===== src/pif_frame_pkg.sv =====
// ==========================================================
// PIF frame package
// Bus, word and write-FIFO entry formats of the PIF bridge
// ==========================================================
package pif_frame_pkg;

  // Bus and word geometry
  localparam int BYTE_W     = 8;
  localparam int ADDR_W     = 8;
  localparam int WORD_BYTES = 4;
  localparam int WORD_W     = WORD_BYTES * BYTE_W;

  // Write-FIFO entry is address above word
  localparam int WFF_W = ADDR_W + WORD_W;

  // Address byte decode
  localparam int ADDR_DATA_BIT = 7;           // Set when data bytes follow
  localparam logic [ADDR_W-1:0] ADDR_HOLD = 8'hA0; // Burst address that never advances

  typedef logic [BYTE_W-1:0] pif_byte_t;
  typedef logic [WORD_W-1:0] pif_word_t;
  typedef logic [WFF_W-1:0]  wff_entry_t;

endpackage


===== src/pif_fsm_pkg.sv =====
// ==========================================================
// PIF sequencer package
// State encodings of the write and read sequencers
// ==========================================================
package pif_fsm_pkg;

  // Write sequencer
  typedef enum logic [2:0] {
    WR_IDLE      = 3'd0,
    WR_ADDR      = 3'd1,  // Waiting for address byte
    WR_ADDR_ONLY = 3'd2,  // Data bit of the captured address decides
    WR_DATA0     = 3'd3,
    WR_DATA1     = 3'd4,
    WR_DATA2     = 3'd5,
    WR_DATA3     = 3'd6,
    WR_BURST     = 3'd7   // One cycle window for a back-to-back word
  } wr_state_t;

  // Read sequencer
  typedef enum logic [2:0] {
    RD_IDLE      = 3'd0,
    RD_WAIT_WORD = 3'd1,  // Byte 0 goes out here
    RD_BYTE1     = 3'd2,
    RD_BYTE2     = 3'd3,
    RD_BYTE3     = 3'd4
  } rd_state_t;

  // Byte position inside a configuration word
  typedef logic [1:0] byte_lane_t;

endpackage


===== src/pif_frame_regs.sv =====
// ==========================================================
// PIF frame registers
// Address and data byte storage, write-FIFO entry build
// ==========================================================
module pif_frame_regs (
  input  logic                      fcb_sys_clk,
  input  logic                      fcb_sys_rst_n,
  input  pif_frame_pkg::pif_byte_t  pif_di,
  input  logic                      addr_load,
  input  logic                      byte_load,
  input  pif_fsm_pkg::byte_lane_t   byte_lane,
  input  logic                      addr_step,
  output pif_frame_pkg::pif_byte_t  addr_q,
  output pif_frame_pkg::wff_entry_t wff_entry
);
  import pif_frame_pkg::*;

  // Stored data bytes 0 to 2
  pif_byte_t byte_q [WORD_BYTES-1];

  // Register address with burst auto-increment
  always_ff @(posedge fcb_sys_clk or negedge fcb_sys_rst_n) begin
    if (!fcb_sys_rst_n) begin
      addr_q <= '0;
    end else if (addr_step) begin
      if (addr_q != ADDR_HOLD) begin
        addr_q <= addr_q + 1'b1;
      end
      // Hold address keeps pointing at the same register
    end else if (addr_load) begin
      addr_q <= pif_di;
    end
  end

  // Data byte capture
  always_ff @(posedge fcb_sys_clk or negedge fcb_sys_rst_n) begin
    if (!fcb_sys_rst_n) begin
      byte_q[0] <= '0;
      byte_q[1] <= '0;
      byte_q[2] <= '0;
    end else if (byte_load) begin
      case (byte_lane)
        2'd0:    byte_q[0] <= pif_di;
        2'd1:    byte_q[1] <= pif_di;
        2'd2:    byte_q[2] <= pif_di;
        default: ; // Lane 3 is written to the FIFO directly
      endcase
    end
  end

  // Entry is valid in the cycle of the fourth data byte
  assign wff_entry = {addr_q, pif_di, byte_q[2], byte_q[1], byte_q[0]};

endmodule


===== src/pif_cmd_assembler.sv =====
// ==========================================================
// PIF command assembler
// Write sequencer turning PIF bytes into write-FIFO entries
// ==========================================================
module pif_cmd_assembler (
  input  logic                      fcb_sys_clk,
  input  logic                      fcb_sys_rst_n,
  input  logic                      pif_en,
  input  logic                      pif_vldi,
  input  pif_frame_pkg::pif_byte_t  pif_di,
  output logic                      wff_wr_en,
  output pif_frame_pkg::wff_entry_t wff_wr_data
);
  import pif_frame_pkg::*;
  import pif_fsm_pkg::*;

  wr_state_t  wr_state;
  wr_state_t  wr_state_ns;
  logic       addr_load;
  logic       byte_load;
  logic       addr_step;
  byte_lane_t byte_lane;
  pif_byte_t  addr_q;

  always_ff @(posedge fcb_sys_clk or negedge fcb_sys_rst_n) begin
    if (!fcb_sys_rst_n) begin
      wr_state <= WR_IDLE;
    end else begin
      wr_state <= wr_state_ns;
    end
  end

  always_comb begin
    wr_state_ns = WR_IDLE;  // Disable drops back to idle
    wff_wr_en   = 1'b0;
    addr_load   = 1'b0;
    byte_load   = 1'b0;
    addr_step   = 1'b0;
    byte_lane   = 2'd0;

    if (pif_en) begin
      wr_state_ns = wr_state;
      unique case (wr_state)
        WR_IDLE: wr_state_ns = WR_ADDR;
        WR_ADDR: begin
          if (pif_vldi) begin
            addr_load   = 1'b1;
            wr_state_ns = WR_ADDR_ONLY;
          end
        end
        WR_ADDR_ONLY: begin
          if (!addr_q[ADDR_DATA_BIT]) begin
            wff_wr_en   = 1'b1;     // Address-only entry
            wr_state_ns = WR_ADDR;
          end else if (pif_vldi) begin
            byte_load   = 1'b1;     // Data byte 0 right behind the address
            wr_state_ns = WR_DATA1;
          end else begin
            wr_state_ns = WR_DATA0;
          end
        end
        WR_DATA0: begin
          if (pif_vldi) begin
            byte_load   = 1'b1;
            wr_state_ns = WR_DATA1;
          end
        end
        WR_DATA1: begin
          byte_lane = 2'd1;
          if (pif_vldi) begin
            byte_load   = 1'b1;
            wr_state_ns = WR_DATA2;
          end
        end
        WR_DATA2: begin
          byte_lane = 2'd2;
          if (pif_vldi) begin
            byte_load   = 1'b1;
            wr_state_ns = WR_DATA3;
          end
        end
        WR_DATA3: begin
          if (pif_vldi) begin
            wff_wr_en   = 1'b1;     // Byte 3 taken from the bus
            wr_state_ns = WR_BURST;
          end
        end
        WR_BURST: begin
          if (pif_vldi) begin
            addr_step   = 1'b1;     // Next word of the burst
            byte_load   = 1'b1;
            wr_state_ns = WR_DATA1;
          end else begin
            wr_state_ns = WR_ADDR;
          end
        end
      endcase
    end
  end

  pif_frame_regs i_pif_frame_regs (
    .fcb_sys_clk   (fcb_sys_clk),
    .fcb_sys_rst_n (fcb_sys_rst_n),
    .pif_di        (pif_di),
    .addr_load     (addr_load),
    .byte_load     (byte_load),
    .byte_lane     (byte_lane),
    .addr_step     (addr_step),
    .addr_q        (addr_q),
    .wff_entry     (wff_wr_data)
  );

endmodule


===== src/pif_rsp_serializer.sv =====
// ==========================================================
// PIF response serializer
// Sends read-FIFO words out as four bytes, LSB first
// ==========================================================
module pif_rsp_serializer (
  input  logic                     fcb_sys_clk,
  input  logic                     fcb_sys_rst_n,
  input  logic                     pif_en,
  input  logic                     crf_empty,
  input  pif_frame_pkg::pif_word_t crf_rd_data,
  output logic                     pif_vldo,
  output pif_frame_pkg::pif_byte_t pif_do,
  output logic                     crf_rd_en
);
  import pif_frame_pkg::*;
  import pif_fsm_pkg::*;

  rd_state_t  rd_state;
  rd_state_t  rd_state_ns;
  byte_lane_t rd_lane;

  always_ff @(posedge fcb_sys_clk or negedge fcb_sys_rst_n) begin
    if (!fcb_sys_rst_n) begin
      rd_state <= RD_IDLE;
    end else begin
      rd_state <= rd_state_ns;
    end
  end

  always_comb begin
    rd_state_ns = RD_IDLE;
    pif_vldo    = 1'b0;
    crf_rd_en   = 1'b0;
    rd_lane     = 2'd0;

    if (pif_en) begin
      rd_state_ns = rd_state;
      case (rd_state)
        RD_IDLE: rd_state_ns = RD_WAIT_WORD;
        RD_WAIT_WORD: begin
          if (!crf_empty) begin
            pif_vldo    = 1'b1;   // Byte 0 of the head word
            rd_state_ns = RD_BYTE1;
          end
        end
        RD_BYTE1: begin
          pif_vldo    = 1'b1;
          rd_lane     = 2'd1;
          rd_state_ns = RD_BYTE2;
        end
        RD_BYTE2: begin
          pif_vldo    = 1'b1;
          rd_lane     = 2'd2;
          rd_state_ns = RD_BYTE3;
        end
        RD_BYTE3: begin
          pif_vldo    = 1'b1;
          rd_lane     = 2'd3;
          crf_rd_en   = 1'b1;     // Pop with the last byte
          rd_state_ns = RD_WAIT_WORD;
        end
        default: rd_state_ns = RD_IDLE;
      endcase
    end
  end

  // Byte lane select on the head word
  assign pif_do = crf_rd_data[rd_lane*BYTE_W +: BYTE_W];

endmodule


===== src/pif_bridge.sv =====
// ==========================================================
// PIF bridge top
// Joins the PIF pins to the write and read FIFO ports
// ==========================================================
module pif_bridge (
  input  logic                      fcb_sys_clk,
  input  logic                      fcb_sys_rst_n,
  input  logic                      pif_en,       // Low forces both sequencers idle

  // PIF write side
  input  logic                      pif_vldi,
  input  pif_frame_pkg::pif_byte_t  pif_di,

  // PIF read side
  output logic                      pif_vldo,
  output pif_frame_pkg::pif_byte_t  pif_do,

  // Write FIFO
  output logic                      wff_wr_en,
  output pif_frame_pkg::wff_entry_t wff_wr_data,

  // Config read FIFO
  input  logic                      crf_empty,
  input  pif_frame_pkg::pif_word_t  crf_rd_data,  // Head word
  output logic                      crf_rd_en
);

  // Write path
  pif_cmd_assembler i_pif_cmd_assembler (
    .fcb_sys_clk   (fcb_sys_clk),
    .fcb_sys_rst_n (fcb_sys_rst_n),
    .pif_en        (pif_en),
    .pif_vldi      (pif_vldi),
    .pif_di        (pif_di),
    .wff_wr_en     (wff_wr_en),
    .wff_wr_data   (wff_wr_data)
  );

  // Read path
  pif_rsp_serializer i_pif_rsp_serializer (
    .fcb_sys_clk   (fcb_sys_clk),
    .fcb_sys_rst_n (fcb_sys_rst_n),
    .pif_en        (pif_en),
    .crf_empty     (crf_empty),
    .crf_rd_data   (crf_rd_data),
    .pif_vldo      (pif_vldo),
    .pif_do        (pif_do),
    .crf_rd_en     (crf_rd_en)
  );

endmodule


===== config.mk =====
export PLATFORM = sky130hd
export DESIGN_NAME = pif_bridge
export DESIGN_NICKNAME = d
export VERILOG_FILES = /design/src/pif_frame_pkg.sv /design/src/pif_fsm_pkg.sv /design/src/pif_frame_regs.sv /design/src/pif_cmd_assembler.sv /design/src/pif_rsp_serializer.sv /design/src/pif_bridge.sv
export SDC_FILE = /design/constraint.sdc
export NUM_CORES = 1
export LEC_CHECK = 0
export BUFFER_PORTS_ARGS = -buffer_cell sky130_fd_sc_hd__buf_2
export CORE_ASPECT_RATIO = 1.25
export CORE_MARGIN = 4
export CORE_UTILIZATION = 24
export DETAILED_ROUTE_END_ITERATION = 10
export PLACE_DENSITY = 0.47
export SYNTH_ARGS = -nofsm -noshare
export SYNTH_HDL_FRONTEND = slang
export SYNTH_HIERARCHICAL = 1
export SYNTH_SLANG_ARGS = --single-unit

===== constraint.sdc =====
create_clock -name fcb_sys_clk -period 2.51 [get_ports fcb_sys_clk]
set_input_delay 0.502 -clock fcb_sys_clk [delete_from_list [all_inputs] [get_ports fcb_sys_clk]]
set_output_delay 0.502 -clock fcb_sys_clk [all_outputs]
set_load 0.02 [all_outputs]

Word level (Yosys, flattened, before mapping). Cells that the tools add are included.

Register bits: 38. Input port bits: 45. Output and inout port bits: 51. Word-level logic and storage cells: 77.

$add $sub $neg: 1. Equal/unequal tests: 21. Shift-type cells: 1. Muxes and demuxes: 36. Reductions and logical operators: 12.

Operators with widths (count): 3-bit 2-to-1 mux (11); 32-bit by 6-bit indexed part select with 8-bit output (1); 8-bit 2-to-1 mux (3); 3-bit one-hot mux with 8 select lines (1); 3-bit inequality test, second input constant (6); 3-bit == test, second input constant (5); 1-bit 2-to-1 mux (13); 3-bit by 2-bit == test with 1-bit output, second input constant (4); 3-bit one-hot mux with 4 select lines (1); 8-bit by 1-bit adder with 8-bit output, second input constant (1); 8-bit inequality test, second input constant (1); 2-bit AND reduction (4); 3-bit by 1-bit == test with 1-bit output, second input constant (2); 3-bit zero test (2); 1-bit one-hot mux with 2 select lines (3); 2-bit one-hot mux with 3 select lines (1); 5-bit AND reduction (1); 2-bit 2-to-1 mux (2); 2-bit one-hot mux with 2 select lines (1); 4-bit OR reduction (1); 3-bit OR reduction (1); 2-bit by 1-bit == test with 1-bit output, second input constant (1); 2-bit == test, second input constant (1); 2-bit zero test (1); 3 further kinds (3).

Longest topological paths before layout.
Depth after elaboration: 5. Depth in mapped cells: 7. Mapped depth without buffers: 5.

By module. Netlist, hierarchy kept.

By module, submodules not included: pif_frame_regs (times used 1, cells an instance 132, area each 1604.0 um^2, sequential area each 800.8 um^2); pif_rsp_serializer (times used 1, cells an instance 32, area each 447.9 um^2, sequential area each 75.1 um^2); pif_cmd_assembler (times used 1, cells an instance 31, area each 237.7 um^2, sequential area each 75.1 um^2).

Least setup slack after synthesis. No wires, ideal clock.

Path type: input port to output port. Start point: in pif_en. End point: out pif_do[0]. Arrival time: 1.552 ns. Data required time: 2.008 ns. Setup slack: 0.456 ns. Stages on the path: 4. Path buffers: 1. Cells stage by stage: and4bb_1 or2_2 buf_6 mux4_1.

Longest elaborated chain between the ends: 2.

RTL lines: start: declaration (line pif_bridge.sv:8) `input logic pif_en,`; 2-bit 2-to-1 mux (line pif_rsp_serializer.sv:36) `if (pif_en) begin`; 32-bit by 6-bit indexed part select with 8-bit output (line pif_rsp_serializer.sv:68) `assign pif_do = crf_rd_data[rd_lane*BYTE_W +: BYTE_W];`; end: declaration (line pif_bridge.sv:16) `output pif_frame_pkg::pif_byte_t pif_do,`.

Every way passes these cells.

Worst setup path in the final report.
Start point: reg i_pif_rsp_serializer.rd_state[1]. End point: out pif_do[3].

Longest elaborated chain between the ends: 4. Elaborated cells on any way between the ends: 6. Those cells by class: 3 x eq/ne; 1 x shift; 2 x mux.

RTL lines: start: declaration (line pif_rsp_serializer.sv:18) `rd_state_t rd_state;`; start signal: assignment (line pif_rsp_serializer.sv:26) `rd_state <= rd_state_ns;`; 3-bit == test / 3-bit by 2-bit == test with 1-bit output (equally long branches) (line pif_rsp_serializer.sv:38) `case (rd_state)`; 2-bit one-hot mux with 3 select lines (*) (line pif_rsp_serializer.sv:38); 2-bit 2-to-1 mux (*) (line pif_rsp_serializer.sv:36); 32-bit by 6-bit indexed part select with 8-bit output (*) (line pif_rsp_serializer.sv:68).

Mark *: on every way between the ends. The rest lies on a longest branch, timed or not.

==> metrics.md <==
| Metric | Value |
|---|---|
| DP Wirelength | `4.38 mm` |
| Fin nets | `324` |
| Number of buffers on the longest clock path | `2` |
| Worst setup slack for register-to-register paths | `460 ps` |
| Hold-fix buffers at CTS | `0` |
| Measured slew at the worst slew-check pin | `856 ps` |
| Final design utilization | `31.9%` |
| Data arrival, critical path | `1890 ps` |
| Count of synthesis-stage warnings from yosys | `6` |
| CTS tree | `built` |
| Share of async-settable or async-resettable flops after synthesis | `100%` |
| Mapped Area | `0.00229 sq mm` |
| Post-Synth Adder-Cell Area | `1.09%` |
| Antenna violations before repair | `0` |
| Required time worst endpoint | `2010 ps` |
| Residual antenna-violating net count after detailed routing | `0` |
| Initial core utilization | `24.8%` |
| Routability Congestion | `0.690` |
| Register-to-Register Path Depth | `5` |
| Pleak | `0.00147 uW` |
| Mean post-synth cell area | `11.7 sq um` |
| Number of buffers created by CTS | `5` |
| Syn Nets | `242` |
| Final worst path period need | `2390 ps` |
| Number of register bits inferred by synthesis | `38` |
| Number of distinct library cells after synthesis | `46` |
| Sum of routed wire length over all layers | `5.76 mm` |
| RSZ-0062 raised after global routing | `false` |
| Overall via count from detail_route | `1817` |
| Power density normalized to cell area | `716 mW/mm^2` |
| Count of maximum capacitance violations | `0` |
| GRT Util Overall | `10.3%` |
| CP endpoint kind | `primary output` |
| Clock slew at the register clock pins of the worst setup and hold paths | `60 ps` |
| Final Hold Vio Count | `0` |
| Slew Limit Fails | `0` |
| Most common cell after layout, fill and taps aside | `sky130_fd_sc_hd__buf_2` |
| Iteration-0 DRC count of the detailed router | `141` |
| Sequential cell area | `952 sq um` |
| Worst Hold Class | `input port to async pin` |
| Placeable core area | `0.00922 sq mm` |
| Critical path startpoint category | `flip-flop` |
| Area Overhead vs Synth | `28.5%` |
| N_diodes | `0` |
| Clock latency reported for the late side of the worst-skew pair | `280 ps` |
| Die height | `117 um` |
| Top FF cell, synth | `sky130_fd_sc_hd__dfrtp_1` |
| Number of global-route vias before repair | `1856` |
| Share of layout cells above drive strength 1 | `51.4%` |
| Cell count after synthesis | `195` |
| Overall die width | `95.4 um` |
| Largest net degree at the start of global routing | `39` |
| Final setup vio count | `0` |
| Maximum fanout count along the critical path | `9` |
| Clock sinks | `38` |
| Main combinational cell family by area after synthesis | `multiplexers` |
| Sequential fraction of the synthesis area | `41.5%` |
| Aggregate global routing overflow | `0` |
| First-pass GRT wire length | `9.04 mm` |
| Total I/O pin count | `96` |
| Die area | `0.0112 sq mm` |
| Start of the worst register-to-register path | `i_pif_cmd_assembler/wr_state[2]` |
| Crit path launch | `i_pif_rsp_serializer/rd_state[1]` |
| Final worst path period share | `95.3%` |
| First-pass iteration count of the detailed router | `4` |
| Multi-input logic area | `0.00111 sq mm` |
| Commonest cells after routing, fill and taps aside | `95 x sky130_fd_sc_hd__buf_2, 37 x sky130_fd_sc_hd__dfrtp_1, 24 x sky130_fd_sc_hd__mux2_2` |
| Simple logic cell fraction of the synthesized area | `14.9%` |
| Xor/xnor share of the synthesized area | `0.765%` |
| Relative max-transition margin | `42.9%` |
| Port-buffer cells | `95` |
| Achievable frequency | `418 MHz` |
| Total negative slack | `0 ps` |
| Number of flops mapped to enable cells by yosys | `0` |
| Maximum vdd drop | `0.401 mV` |
| Status | `completed` |
| Htree depth | `2` |
| Area fraction in compound gates after synthesis | `9.89%` |
| Number of rows created at floorplan | `39` |
| Number of fillers in the final layout | `972` |
| Worst Setup EP | `pif_do[3]` |
| Drt wl/cell | `14.4 um` |
| Worst-case clock skew | `2.84 ps` |
| Drt via density | `4.53` |
| Drc violations | `0` |
| Multiplexer share of the synthesized area | `21.9%` |
| Crit Path Class | `flip-flop to primary output` |
| Clock Root Buffer | `sky130_fd_sc_hd__clkbuf_16` |
## cells in the mapped netlist (5+ instances only)
cell type | n | area share [%]
sky130_fd_sc_hd__a211oi_1 | 5 | 1.6
sky130_fd_sc_hd__a21oi_1 | 9 | 2.0
sky130_fd_sc_hd__buf_4 | 17 | 5.6
sky130_fd_sc_hd__buf_6 | 5 | 2.5
sky130_fd_sc_hd__dfrtp_1 | 38 | 42
sky130_fd_sc_hd__inv_1 | 7 | 1.1
sky130_fd_sc_hd__mux2_2 | 24 | 12
sky130_fd_sc_hd__mux4_1 | 8 | 9.2
sky130_fd_sc_hd__nand2b_1 | 5 | 1.4
sky130_fd_sc_hd__nand3_1 | 7 | 1.5
sky130_fd_sc_hd__nor2_1 | 7 | 1.1
sky130_fd_sc_hd__nor2b_1 | 6 | 1.6
sky130_fd_sc_hd__o21ai_0 | 5 | 1.1
## critical path, cell delays in order (launching register included)
cell and delay (ps):
sky130_fd_sc_hd__dfrtp_2 450, sky130_fd_sc_hd__xor2_1 170, sky130_fd_sc_hd__nand3b_1 140, sky130_fd_sc_hd__buf_12 140, sky130_fd_sc_hd__mux4_1 540, sky130_fd_sc_hd__buf_2 170
## cells by family (layout without fill, tap and decap cells)
group / after synthesis / count (layout)
multiplexers: 34 / 34
AND/OR/NAND/NOR: 52 / 52
flip-flops: 38 / 38
buffers and inverters: 33 / 116
XOR/XNOR: 2 / 2
AO/OA/AOI/OAI: 34 / 34
adder cells (fa/ha/maj): 2 / 2
## power by group
group          total (uW)  switching [uW]  internal (uW)
clock                 684             234            449
sequential            826             108            718
combinational         599             334            265
## sequential cells by signal, indices dropped and copies added, names as in the netlist
name	flops
i_pif_cmd_assembler/i_pif_frame_regs/addr_q	8
i_pif_cmd_assembler/i_pif_frame_regs/wff_entry	24
i_pif_rsp_serializer/rd_state	3
i_pif_cmd_assembler/wr_state	3
## worst min path at each step
stage          cells after the start                                              to  slack (ps)     startpoint
6_report                           1  i_pif_cmd_assembler/i_pif_frame_regs/addr_q[0]         340  fcb_sys_rst_n
2_1_floorplan                      0  i_pif_cmd_assembler/i_pif_frame_regs/addr_q[0]         210  fcb_sys_rst_n
5_1_grt                            1  i_pif_cmd_assembler/i_pif_frame_regs/addr_q[6]         430  fcb_sys_rst_n
3_3_place_gp                       1                                       flip-flop         480      flip-flop
4_1_cts                            1                                       async pin         390  fcb_sys_rst_n
3_5_place_dp                       1                                       flip-flop         490      flip-flop
## per-layer routing
layer  track usage (%)  wire length, um
met5                 0                0
met4              3.75               91
met1              12.0             2250
met3              3.07              677
met2              17.9             2740
## through the flow
stage	setup slack, ps	hold WS (ps)	total power (uW)	cells	instance area [sq um]
5_1_grt	1.02	432	2240	401	2940
2_1_floorplan	456	206	1260	195	2290
3_3_place_gp	208	485	1440	392	2760
6_report	117	341	2110	401	2940
3_5_place_dp	149	488	1440	392	2760
4_1_cts	77.8	390	2150	401	2940
## cell type report
| class | count | area share (%) |
|---|---|---|
| Timing Repair Buffer | 101 | 18.1 |
| Sequential cell | 38 | 32.4 |
| Tap cell | 123 | 5.23 |
| Clock buffer | 8 | 5.65 |
| Inverter | 7 | 0.893 |
| Multi-Input combinational cell | 124 | 37.8 |
## timing repair
| action | CTS | global route |
|---|---|---|
| gates cloned | 0 | 0 |
| setup buffers | 1 | 0 |
| setup endpoints to repair | 8 | 8 |
| gates resized for setup | 0 | 1 |
(Power assumes the default switching activity.)
